### config.mk
export PLATFORM = sky130hd
export DESIGN_NAME = acq_top
export DESIGN_NICKNAME = d
export VERILOG_FILES = /design/src/acq_types_pkg.sv /design/src/acq_cfg_pkg.sv /design/src/acq_accumulator.sv /design/src/code_slewer.sv /design/src/acq_sequencer.sv /design/src/peak_search.sv /design/src/acq_top.sv
export SDC_FILE = /design/constraint.sdc
export NUM_CORES = 2
export LEC_CHECK = 0
export CAP_MARGIN = 10
export CORE_MARGIN = 2
export CORE_UTILIZATION = 55
export DETAILED_ROUTE_END_ITERATION = 12
export DONT_BUFFER_PORTS = 1
export PLACE_DENSITY_LB_ADDON = 0.2
export SLEW_MARGIN = 10
export SYNTH_ARGS = -nofsm -noshare
export SYNTH_HDL_FRONTEND = slang
export SYNTH_SLANG_ARGS = --single-unit
### constraint.sdc
create_clock -name clk -period 16.1 [get_ports clk]
set_input_delay 3.22 -clock clk [delete_from_list [all_inputs] [get_ports clk]]
set_output_delay 3.22 -clock clk [all_outputs]
set_load 0.01 [all_outputs]
### src/acq_types_pkg.sv
`default_nettype none

package acq_types_pkg;

   // field widths of the acquisition datapath
   typedef logic [2:0]         code_shift_t;
   typedef logic signed [15:0] doppler_t;
   typedef logic signed [7:0]  corr_t;
   typedef logic signed [11:0] sum_t;
   typedef logic [23:0]        i2q2_t;

   typedef enum logic [1:0] {
      MODE_IDLE  = 2'd0,
      MODE_ACQ   = 2'd1,
      MODE_TRACK = 2'd2
   } mode_t;

   // carrier hypotheses searched in parallel
   typedef enum logic [1:0] {
      ARM_EARLY  = 2'd0,
      ARM_PROMPT = 2'd1,
      ARM_LATE   = 2'd2
   } arm_t;

   typedef enum logic [1:0] {
      STEP_SELECT  = 2'd0,
      STEP_COMPARE = 2'd1,
      STEP_UPDATE  = 2'd2
   } step_t;

   typedef struct packed {
      corr_t early_i;
      corr_t early_q;
      corr_t prompt_i;
      corr_t prompt_q;
      corr_t late_i;
      corr_t late_q;
   } corr_sample_t;

   typedef struct packed {
      i2q2_t early;
      i2q2_t prompt;
      i2q2_t late;
   } i2q2_set_t;

   // one code shift searched at three carrier offsets
   typedef struct packed {
      code_shift_t code_shift;
      doppler_t    dopp_early;
      doppler_t    dopp_prompt;
      doppler_t    dopp_late;
   } hyp_t;

   typedef struct packed {
      i2q2_t       peak_i2q2;
      doppler_t    peak_doppler;
      code_shift_t peak_code_shift;
   } acq_result_t;

endpackage

`default_nettype wire

### src/acq_cfg_pkg.sv
`default_nettype none

package acq_cfg_pkg;

   // last code shift of the sweep, wraps to 0 afterwards
   localparam acq_types_pkg::code_shift_t MAX_CODE_SHIFT = 3'd7;

   // starting carrier offsets of the three arms
   localparam acq_types_pkg::doppler_t DOPP_EARLY_START  = 16'sd1598;
   localparam acq_types_pkg::doppler_t DOPP_PROMPT_START = 16'sd0;
   localparam acq_types_pkg::doppler_t DOPP_LATE_START   = -16'sd1598;

   // step added to every arm after a full code sweep
   localparam acq_types_pkg::doppler_t DOPP_ACQ_INC = 16'sd4794;

   // sweep is done once the scored early offset reaches this
   localparam acq_types_pkg::doppler_t DOPP_MAX_INC = 16'sd6392;

   // samples integrated per energy
   localparam int unsigned ACC_LEN = 4;

endpackage

`default_nettype wire

### src/acq_accumulator.sv
`default_nettype none

module acq_accumulator (
   input  logic                         clk,
   input  logic                         arst_n,
   input  logic                         sample_valid,
   input  acq_types_pkg::corr_sample_t  sample,
   output logic                         accumulation_complete,
   output logic                         i2q2_valid,
   output acq_types_pkg::i2q2_set_t     energies
);

   typedef logic [$clog2(acq_cfg_pkg::ACC_LEN)-1:0] cnt_t;

   // index order: early i, early q, prompt i, prompt q, late i, late q
   acq_types_pkg::corr_t smp [6];
   acq_types_pkg::sum_t  acc_sum [6];
   acq_types_pkg::sum_t  hold_sum [6];
   cnt_t                 sample_cnt;
   logic                 last_sample;

   function automatic acq_types_pkg::i2q2_t energy(input acq_types_pkg::sum_t i,
                                                   input acq_types_pkg::sum_t q);
      logic signed [$bits(acq_types_pkg::i2q2_t)-1:0] iw;
      logic signed [$bits(acq_types_pkg::i2q2_t)-1:0] qw;
      iw = i;
      qw = q;
      return acq_types_pkg::i2q2_t'(iw * iw) + acq_types_pkg::i2q2_t'(qw * qw);
   endfunction

   assign smp[0] = sample.early_i;
   assign smp[1] = sample.early_q;
   assign smp[2] = sample.prompt_i;
   assign smp[3] = sample.prompt_q;
   assign smp[4] = sample.late_i;
   assign smp[5] = sample.late_q;

   assign last_sample = sample_valid &&
                        (sample_cnt == cnt_t'(acq_cfg_pkg::ACC_LEN - 1));

   // running sums restart right after the last sample of a period
   always_ff @(posedge clk or negedge arst_n) begin
      if (!arst_n) begin
         sample_cnt <= '0;
         for (int k = 0; k < 6; k++) begin
            acc_sum[k] <= '0;
         end
      end else if (sample_valid) begin
         if (last_sample) begin
            sample_cnt <= '0;
            for (int k = 0; k < 6; k++) begin
               acc_sum[k] <= '0;
            end
         end else begin
            sample_cnt <= sample_cnt + cnt_t'(1);
            for (int k = 0; k < 6; k++) begin
               acc_sum[k] <= acc_sum[k] + acq_types_pkg::sum_t'(smp[k]);
            end
         end
      end
   end

   always_ff @(posedge clk or negedge arst_n) begin
      if (!arst_n) begin
         accumulation_complete <= 1'b0;
         i2q2_valid            <= 1'b0;
      end else begin
         accumulation_complete <= last_sample;
         i2q2_valid            <= accumulation_complete;
      end
   end

   // holding stage frees the sums while the squares are formed
   always_ff @(posedge clk) begin
      if (last_sample) begin
         for (int k = 0; k < 6; k++) begin
            hold_sum[k] <= acc_sum[k] + acq_types_pkg::sum_t'(smp[k]);
         end
      end
      if (accumulation_complete) begin
         energies.early  <= energy(hold_sum[0], hold_sum[1]);
         energies.prompt <= energy(hold_sum[2], hold_sum[3]);
         energies.late   <= energy(hold_sum[4], hold_sum[5]);
      end
   end

endmodule

`default_nettype wire

### src/code_slewer.sv
`default_nettype none

module code_slewer (
   input  logic                        clk,
   input  logic                        arst_n,
   input  logic                        seek_en,
   input  acq_types_pkg::code_shift_t  target,
   output logic                        seeking,
   output acq_types_pkg::code_shift_t  code_phase
);

   // busy whenever enabled and not yet on target
   assign seeking = seek_en && (code_phase != target);

   // one chip per clock, forward only
   always_ff @(posedge clk or negedge arst_n) begin
      if (!arst_n) begin
         code_phase <= '0;
      end else if (seeking) begin
         if (code_phase == acq_cfg_pkg::MAX_CODE_SHIFT) begin
            code_phase <= '0;
         end else begin
            code_phase <= code_phase + acq_types_pkg::code_shift_t'(1);
         end
      end
   end

endmodule

`default_nettype wire

### src/acq_sequencer.sv
`default_nettype none

module acq_sequencer (
   input  logic                  clk,
   input  logic                  arst_n,
   input  acq_types_pkg::mode_t  mode,
   input  logic                  seeking,
   input  logic                  accumulation_complete,
   input  logic                  update_done,
   output logic                  seek_en,
   output acq_types_pkg::hyp_t   doppler,
   output logic                  restart,
   output logic                  score_req,
   output acq_types_pkg::hyp_t   scored_hyp,
   output logic                  acquisition_complete
);

   logic mode_acq_q;
   logic start_acq;
   logic acq_active;
   logic active;
   logic ignore_update;
   logic acc_complete_q;
   logic seek_complete;
   logic advance;
   logic last_code;
   logic final_hyp;

   // code phase must already sit on target right after a period ends
   assign seek_complete = !seeking && acc_complete_q;

   // only a settled, clean period moves the sweep forward
   assign advance   = active && accumulation_complete && !ignore_update;
   assign score_req = advance;
   assign last_code = doppler.code_shift == acq_cfg_pkg::MAX_CODE_SHIFT;

   assign final_hyp = scored_hyp.code_shift == acq_cfg_pkg::MAX_CODE_SHIFT &&
                      scored_hyp.dopp_early >= acq_cfg_pkg::DOPP_MAX_INC;

   always_ff @(posedge clk or negedge arst_n) begin
      if (!arst_n) begin
         mode_acq_q     <= 1'b0;
         start_acq      <= 1'b0;
         acc_complete_q <= 1'b0;
      end else begin
         mode_acq_q     <= mode == acq_types_pkg::MODE_ACQ;
         start_acq      <= (mode == acq_types_pkg::MODE_ACQ) && !mode_acq_q;
         acc_complete_q <= accumulation_complete;
      end
   end

   always_ff @(posedge clk or negedge arst_n) begin
      if (!arst_n) begin
         restart       <= 1'b0;
         acq_active    <= 1'b0;
         active        <= 1'b0;
         ignore_update <= 1'b0;
         seek_en       <= 1'b0;
      end else begin
         // data in flight still belongs to the old sweep until a period ends
         if (start_acq) begin
            restart <= 1'b1;
         end else if (accumulation_complete) begin
            restart <= 1'b0;
         end

         // a completion from the previous sweep is still up while restart clears it
         if (start_acq) begin
            acq_active <= 1'b1;
         end else if (acquisition_complete && !restart) begin
            acq_active <= 1'b0;
         end

         if (!acq_active) begin
            active <= 1'b0;
         end else if (seek_en && seek_complete) begin
            active <= 1'b1;
         end else if (accumulation_complete) begin
            active <= 1'b0;
         end

         // stretched one cycle past restart so the mixed period is dropped
         if (start_acq || restart) begin
            ignore_update <= 1'b1;
         end else if (acc_complete_q) begin
            ignore_update <= 1'b0;
         end

         // held for the whole period when the target is not reached at once
         if (accumulation_complete) begin
            seek_en <= 1'b1;
         end else if (seek_complete) begin
            seek_en <= 1'b0;
         end
      end
   end

   always_ff @(posedge clk or negedge arst_n) begin
      if (!arst_n) begin
         doppler <= '0;
      end else if (restart) begin
         doppler.code_shift  <= '0;
         doppler.dopp_early  <= acq_cfg_pkg::DOPP_EARLY_START;
         doppler.dopp_prompt <= acq_cfg_pkg::DOPP_PROMPT_START;
         doppler.dopp_late   <= acq_cfg_pkg::DOPP_LATE_START;
      end else if (advance) begin
         if (last_code) begin
            doppler.code_shift  <= '0;
            doppler.dopp_early  <= doppler.dopp_early + acq_cfg_pkg::DOPP_ACQ_INC;
            doppler.dopp_prompt <= doppler.dopp_prompt + acq_cfg_pkg::DOPP_ACQ_INC;
            doppler.dopp_late   <= doppler.dopp_late + acq_cfg_pkg::DOPP_ACQ_INC;
         end else begin
            doppler.code_shift <= doppler.code_shift + acq_types_pkg::code_shift_t'(1);
         end
      end
   end

   // hypothesis of the period handed to the peak search
   always_ff @(posedge clk) begin
      if (advance) begin
         scored_hyp <= doppler;
      end
   end

   always_ff @(posedge clk or negedge arst_n) begin
      if (!arst_n) begin
         acquisition_complete <= 1'b0;
      end else if (restart) begin
         acquisition_complete <= 1'b0;
      end else if (update_done && final_hyp) begin
         acquisition_complete <= 1'b1;
      end
   end

endmodule

`default_nettype wire

### src/peak_search.sv
`default_nettype none

module peak_search (
   input  logic                         clk,
   input  logic                         arst_n,
   input  logic                         restart,
   input  logic                         score_req,
   input  logic                         i2q2_valid,
   input  acq_types_pkg::i2q2_set_t     energies,
   input  acq_types_pkg::hyp_t          scored_hyp,
   output logic                         update_done,
   output acq_types_pkg::acq_result_t   result
);

   logic                     pending;
   logic                     updating;
   logic                     update_last;
   logic                     greater;
   logic                     new_peak;
   acq_types_pkg::step_t     step;
   acq_types_pkg::arm_t      sel;
   acq_types_pkg::i2q2_t     next_value;
   acq_types_pkg::i2q2_t     arm_energy;
   acq_types_pkg::doppler_t  arm_doppler;

   assign update_last = updating && sel == acq_types_pkg::ARM_LATE &&
                        step == acq_types_pkg::STEP_UPDATE;
   assign new_peak    = updating && step == acq_types_pkg::STEP_UPDATE && greater;

   always_comb begin
      unique case (sel)
         acq_types_pkg::ARM_EARLY: begin
            arm_energy  = energies.early;
            arm_doppler = scored_hyp.dopp_early;
         end
         acq_types_pkg::ARM_PROMPT: begin
            arm_energy  = energies.prompt;
            arm_doppler = scored_hyp.dopp_prompt;
         end
         default: begin
            arm_energy  = energies.late;
            arm_doppler = scored_hyp.dopp_late;
         end
      endcase
   end

   always_ff @(posedge clk or negedge arst_n) begin
      if (!arst_n) begin
         pending     <= 1'b0;
         updating    <= 1'b0;
         step        <= acq_types_pkg::STEP_SELECT;
         sel         <= acq_types_pkg::ARM_EARLY;
         update_done <= 1'b0;
      end else begin
         // the energies of a scored period follow one cycle later
         if (score_req) begin
            pending <= 1'b1;
         end else if (i2q2_valid) begin
            pending <= 1'b0;
         end

         if (pending && i2q2_valid) begin
            updating <= 1'b1;
         end else if (update_last) begin
            updating <= 1'b0;
         end

         if (pending) begin
            step <= acq_types_pkg::STEP_SELECT;
            sel  <= acq_types_pkg::ARM_EARLY;
         end else if (updating) begin
            unique case (step)
               acq_types_pkg::STEP_SELECT:  step <= acq_types_pkg::STEP_COMPARE;
               acq_types_pkg::STEP_COMPARE: step <= acq_types_pkg::STEP_UPDATE;
               default:                     step <= acq_types_pkg::STEP_SELECT;
            endcase
            if (step == acq_types_pkg::STEP_UPDATE) begin
               unique case (sel)
                  acq_types_pkg::ARM_EARLY:  sel <= acq_types_pkg::ARM_PROMPT;
                  acq_types_pkg::ARM_PROMPT: sel <= acq_types_pkg::ARM_LATE;
                  default:                   sel <= acq_types_pkg::ARM_EARLY;
               endcase
            end
         end

         update_done <= update_last;
      end
   end

   // select then compare, energies stay put for the whole walk
   always_ff @(posedge clk) begin
      if (updating && step == acq_types_pkg::STEP_SELECT) begin
         next_value <= arm_energy;
      end
      if (updating && step == acq_types_pkg::STEP_COMPARE) begin
         greater <= next_value > result.peak_i2q2;
      end
   end

   // equal energies keep the earlier peak
   always_ff @(posedge clk or negedge arst_n) begin
      if (!arst_n) begin
         result <= '0;
      end else if (restart) begin
         result <= '0;
      end else if (new_peak) begin
         result.peak_i2q2       <= next_value;
         result.peak_doppler    <= arm_doppler;
         result.peak_code_shift <= scored_hyp.code_shift;
      end
   end

endmodule

`default_nettype wire

### src/acq_top.sv
`default_nettype none

module acq_top (
   input  logic                         clk,
   input  logic                         arst_n,
   input  acq_types_pkg::mode_t         mode,
   input  logic                         sample_valid,
   input  acq_types_pkg::corr_sample_t  sample,
   output acq_types_pkg::code_shift_t   code_phase,
   output acq_types_pkg::hyp_t          doppler,
   output logic                         acquisition_complete,
   output acq_types_pkg::acq_result_t   result
);

   logic                      accumulation_complete;
   logic                      i2q2_valid;
   acq_types_pkg::i2q2_set_t  energies;
   logic                      seek_en;
   logic                      seeking;
   logic                      restart;
   logic                      score_req;
   acq_types_pkg::hyp_t       scored_hyp;
   logic                      update_done;

   acq_accumulator u_accumulator (
      .clk                   (clk),
      .arst_n                (arst_n),
      .sample_valid          (sample_valid),
      .sample                (sample),
      .accumulation_complete (accumulation_complete),
      .i2q2_valid            (i2q2_valid),
      .energies              (energies)
   );

   // slews toward the code shift currently being searched
   code_slewer u_slewer (
      .clk        (clk),
      .arst_n     (arst_n),
      .seek_en    (seek_en),
      .target     (doppler.code_shift),
      .seeking    (seeking),
      .code_phase (code_phase)
   );

   acq_sequencer u_sequencer (
      .clk                   (clk),
      .arst_n                (arst_n),
      .mode                  (mode),
      .seeking               (seeking),
      .accumulation_complete (accumulation_complete),
      .update_done           (update_done),
      .seek_en               (seek_en),
      .doppler               (doppler),
      .restart               (restart),
      .score_req             (score_req),
      .scored_hyp            (scored_hyp),
      .acquisition_complete  (acquisition_complete)
   );

   peak_search u_peak_search (
      .clk         (clk),
      .arst_n      (arst_n),
      .restart     (restart),
      .score_req   (score_req),
      .i2q2_valid  (i2q2_valid),
      .energies    (energies),
      .scored_hyp  (scored_hyp),
      .update_done (update_done),
      .result      (result)
   );

endmodule

`default_nettype wire

==> impl_metrics.yaml <==
flow_run:
  maxCapViolCount: 0
clock_network:
  cts.clk_slew.worst_paths_ns: 0.06
  cts_tree: "yes"
  cts_inserted_buffers: 48
  htreeDepth: 2
  cts_resized: 0
  cts_buffer_depth: 3
  clk_latency_ns: 0.64
  post_cts_buffers: 0
  cts_sinks: 402
  hold_buffers: 0
  cts_root_buffer: "clkbuf_16"
global_routing:
  grt_pass1_vias: 31900
  grt_overflow: 0
  grt_pass1_wl_um: 169000
  antenna_found_initial: 7
  grt_start_max_net_pins: 186
  grt_usage_pct: 24.0
placement:
  dp.cells: 5578
  dpl_cell_area_sq_um: 48800
  port-buffer-count: 0
  dp_hpwl_um: 82400
  gp_congestion: 0.892
route:
  ant_nets: 0
  top_layer: "met5"
  wl_per_cell_um: 17.8
  avgViaCountPerCell: 5.25
  first_pass_iters: 7
  routed-wl-met3_um: 6080
  drt_iter0_markers: 1743
  wl_met1_um: 44400
  vias: 29800
  totalWireLength_um: 101000
  drc: 0
  wl_met2_um: 47900
synthesis:
  synth_warnings: 0
  ys_types: 64
  synth_edf_count: 217
  syn_area_sq_um: 47700
  synth-main-ff-cell: "edfxtp_1"
  async_flop_share_pct: 46.0
  synthCells: 4543
  ys_seq_area_share_pct: 23.4
  syn_area_per_cell_sq_um: 10.5
  synth_seq_cells: 402
cells_and_area:
  synthToLayoutAreaGrowth_pct: 5.72
  fin_nets: 5755
  drive_gt1_share_pct: 2.99
  final_cells: 5671
  fin_area_sq_um: 50500
  fill_cells: 7306
sta:
  fmaxAchievable_mhz: 137
  fin_hold_ws_ns: 0.405
  setup_viol: 0
  rsz0062_at_grt: "no"
  period_needed_ns: 7.28
  fin_skew_ns: 0.0704
  hold_violations: 0
  tns_ns: 0
  relSlewSlack_pct: 23.5
  worst_slew_pin_slew_ns: 1.14
  drv_slew: 0
  fin_crit_sh_pct: 45.2
status:
  outcome: "finished, final reports clean"
floorplan:
  fp.dieW_um: 299
  core_area_sq_um: 86300
  io-pin-count: 151
  dieArea_sq_um: 89100
  num_rows: 108
  fp.dieH_um: 299
  start_util_pct: 55.3
critical_path:
  crit_type: "flop to flop"
  cp-end-kind: "flop"
  arrival_ns: 7.64
  required_ns: 16.46
  critical_path.max_fanout: 22
  start_kind: "flop"
worst_hold_path:
  worstHoldPathType: "flop to flop"
final timing paths:
| path | startpoint | to | slack, ns | cells after the start |
|---|---|---|---|---|
| setup / recovery | u_accumulator.hold_sum[5][11] | u_accumulator.energies[22] | 8.82 | 20 |
| max in group asynchronous | arst_n | u_accumulator.acc_sum[29] | 13.49 | 0 |
| setup reg to reg | u_accumulator.hold_sum[5][11] | u_accumulator.energies[22] | 8.82 | 20 |
| min in group asynchronous | arst_n | u_accumulator.acc_sum[49] | 2.29 | 0 |
| hold / removal | u_sequencer.mode_acq_q | u_sequencer.start_acq | 0.40 | 1 |
| hold reg to reg | u_sequencer.mode_acq_q | u_sequencer.start_acq | 0.40 | 1 |
sequential cells by signal (all words and copies together), names as in the netlist, 2 cells and up:
name                      count
u_accumulator.acc_sum        72
u_accumulator.energies       72
u_accumulator.hold_sum       72
u_sequencer.doppler          48
u_sequencer.scored_hyp       48
u_peak_search.result         43
u_peak_search.next_value     24
u_slewer.code_phase           3
u_accumulator.sample_cnt      2
u_peak_search.sel             2
u_peak_search.step            2
critical path, cell delays in order (launching register included):
cell and delay [ns]:
edfxtp_1 0.83, nand2_1 0.26, fa_1 0.91, inv_1 0.17
fa_1 0.54, fa_1 0.45, fa_1 0.58, fa_1 0.44
fa_1 0.50, inv_1 0.05, fa_1 0.48, inv_1 0.04
ha_1 0.32, a21o_1 0.19, a21o_1 0.20, a21oi_1 0.16
o31ai_1 0.15, a2111oi_0 0.40, o21bai_1 0.13, a21oi_1 0.18
xnor2_1 0.08
metrics by stage:
stage	util, %	worst slack, ns
floorplan	-	9.30
global placement	56.5	8.93
detailed placement	56.5	8.80
CTS	58.4	8.80
global route	58.4	8.41
finish	58.4	8.82
cell type report:
cell class	count	area (sq um)	share of cell area [%]
Antenna cell	3	7.51	0.0149
Clock buffer	64	1320	2.62
Sequential cell	402	11100	22.1
Inverter	1152	4320	8.57
Multi-Input combinational cell	2855	31800	63.0
Clock inverter	26	323	0.640
Timing Repair Buffer	14	105	0.208
Tap cell	1155	1450	2.86
kinds of logic (layout without fill, tap and decap cells):
group	after synthesis	after routing	share of synthesized area, %
xor+xnor	219	219	4.02
buf+inv	1288	1256	10.2
other cells	1	6	0.00786
mux	45	45	0.952
simple gates	892	892	9.03
fa+ha+maj	1229	1229	45.5
flops	402	402	23.4
compound gates	467	467	6.98
layout by cell type, fill, tap and decap left out, types with 34 or more instances in the layout:
master        n
clkbuf_16    48
xnor2_1     162
inv_1      1150
edfxtp_1    217
mux2i_1      42
a21oi_1      91
ha_1        385
a21o_1       34
fa_1        844
a22o_1       97
and2_1      165
nand2_1     327
dfrtp_1     182
nor2_1      155
nor2b_1      60
nand3_1      39
o21ai_0      83
xor2_1       57
layer usage:
layer	up-vias	global-route usage [%]
met4	8	6.20
met1	15100	33.5
met3	155	4.64
met5	-	0
li1	13900	-
met2	639	38.7
cells in the mapped netlist, types with 6 or more instances:
cell type     n  share of area, %
o41ai_1      12              0.22
nor4_1        9              0.12
o21a_1       19              0.30
a21boi_1      7              0.11
xnor2_1     162               3.0
edfxtp_1    217                14
a211oi_1      9              0.14
and3_1       17              0.22
nor2_1      156               1.2
or2_2        12              0.16
nand3b_1     10              0.16
clkbuf_1    133               1.0
and2_1      166               2.2
dfrtp_1     185               9.7
a22o_1       97               1.8
o31a_1        7              0.13
nand2b_1     24              0.31
a21o_1       34              0.53
a31oi_1       7             0.092
o41ai_2       8              0.27
nor3_1       34              0.36
nand3_1      39              0.41
o211ai_1      6             0.094
o21ai_0      83              0.87
a21oi_1      91              0.95
mux2i_1      42              0.88
a211o_1       8              0.15
fa_1        844                35
xor2_1       57               1.0
nand2_1     327               2.6
or3_1        23              0.30
ha_1        385                10
nor2b_1      60              0.79
o21bai_1     13              0.20
inv_1      1152               9.1
o21ai_1      28              0.29
o221ai_1      6              0.11
Power is not shown: default switching activity piles up to over one toggle a cycle in this logic, so the estimate is an artifact.
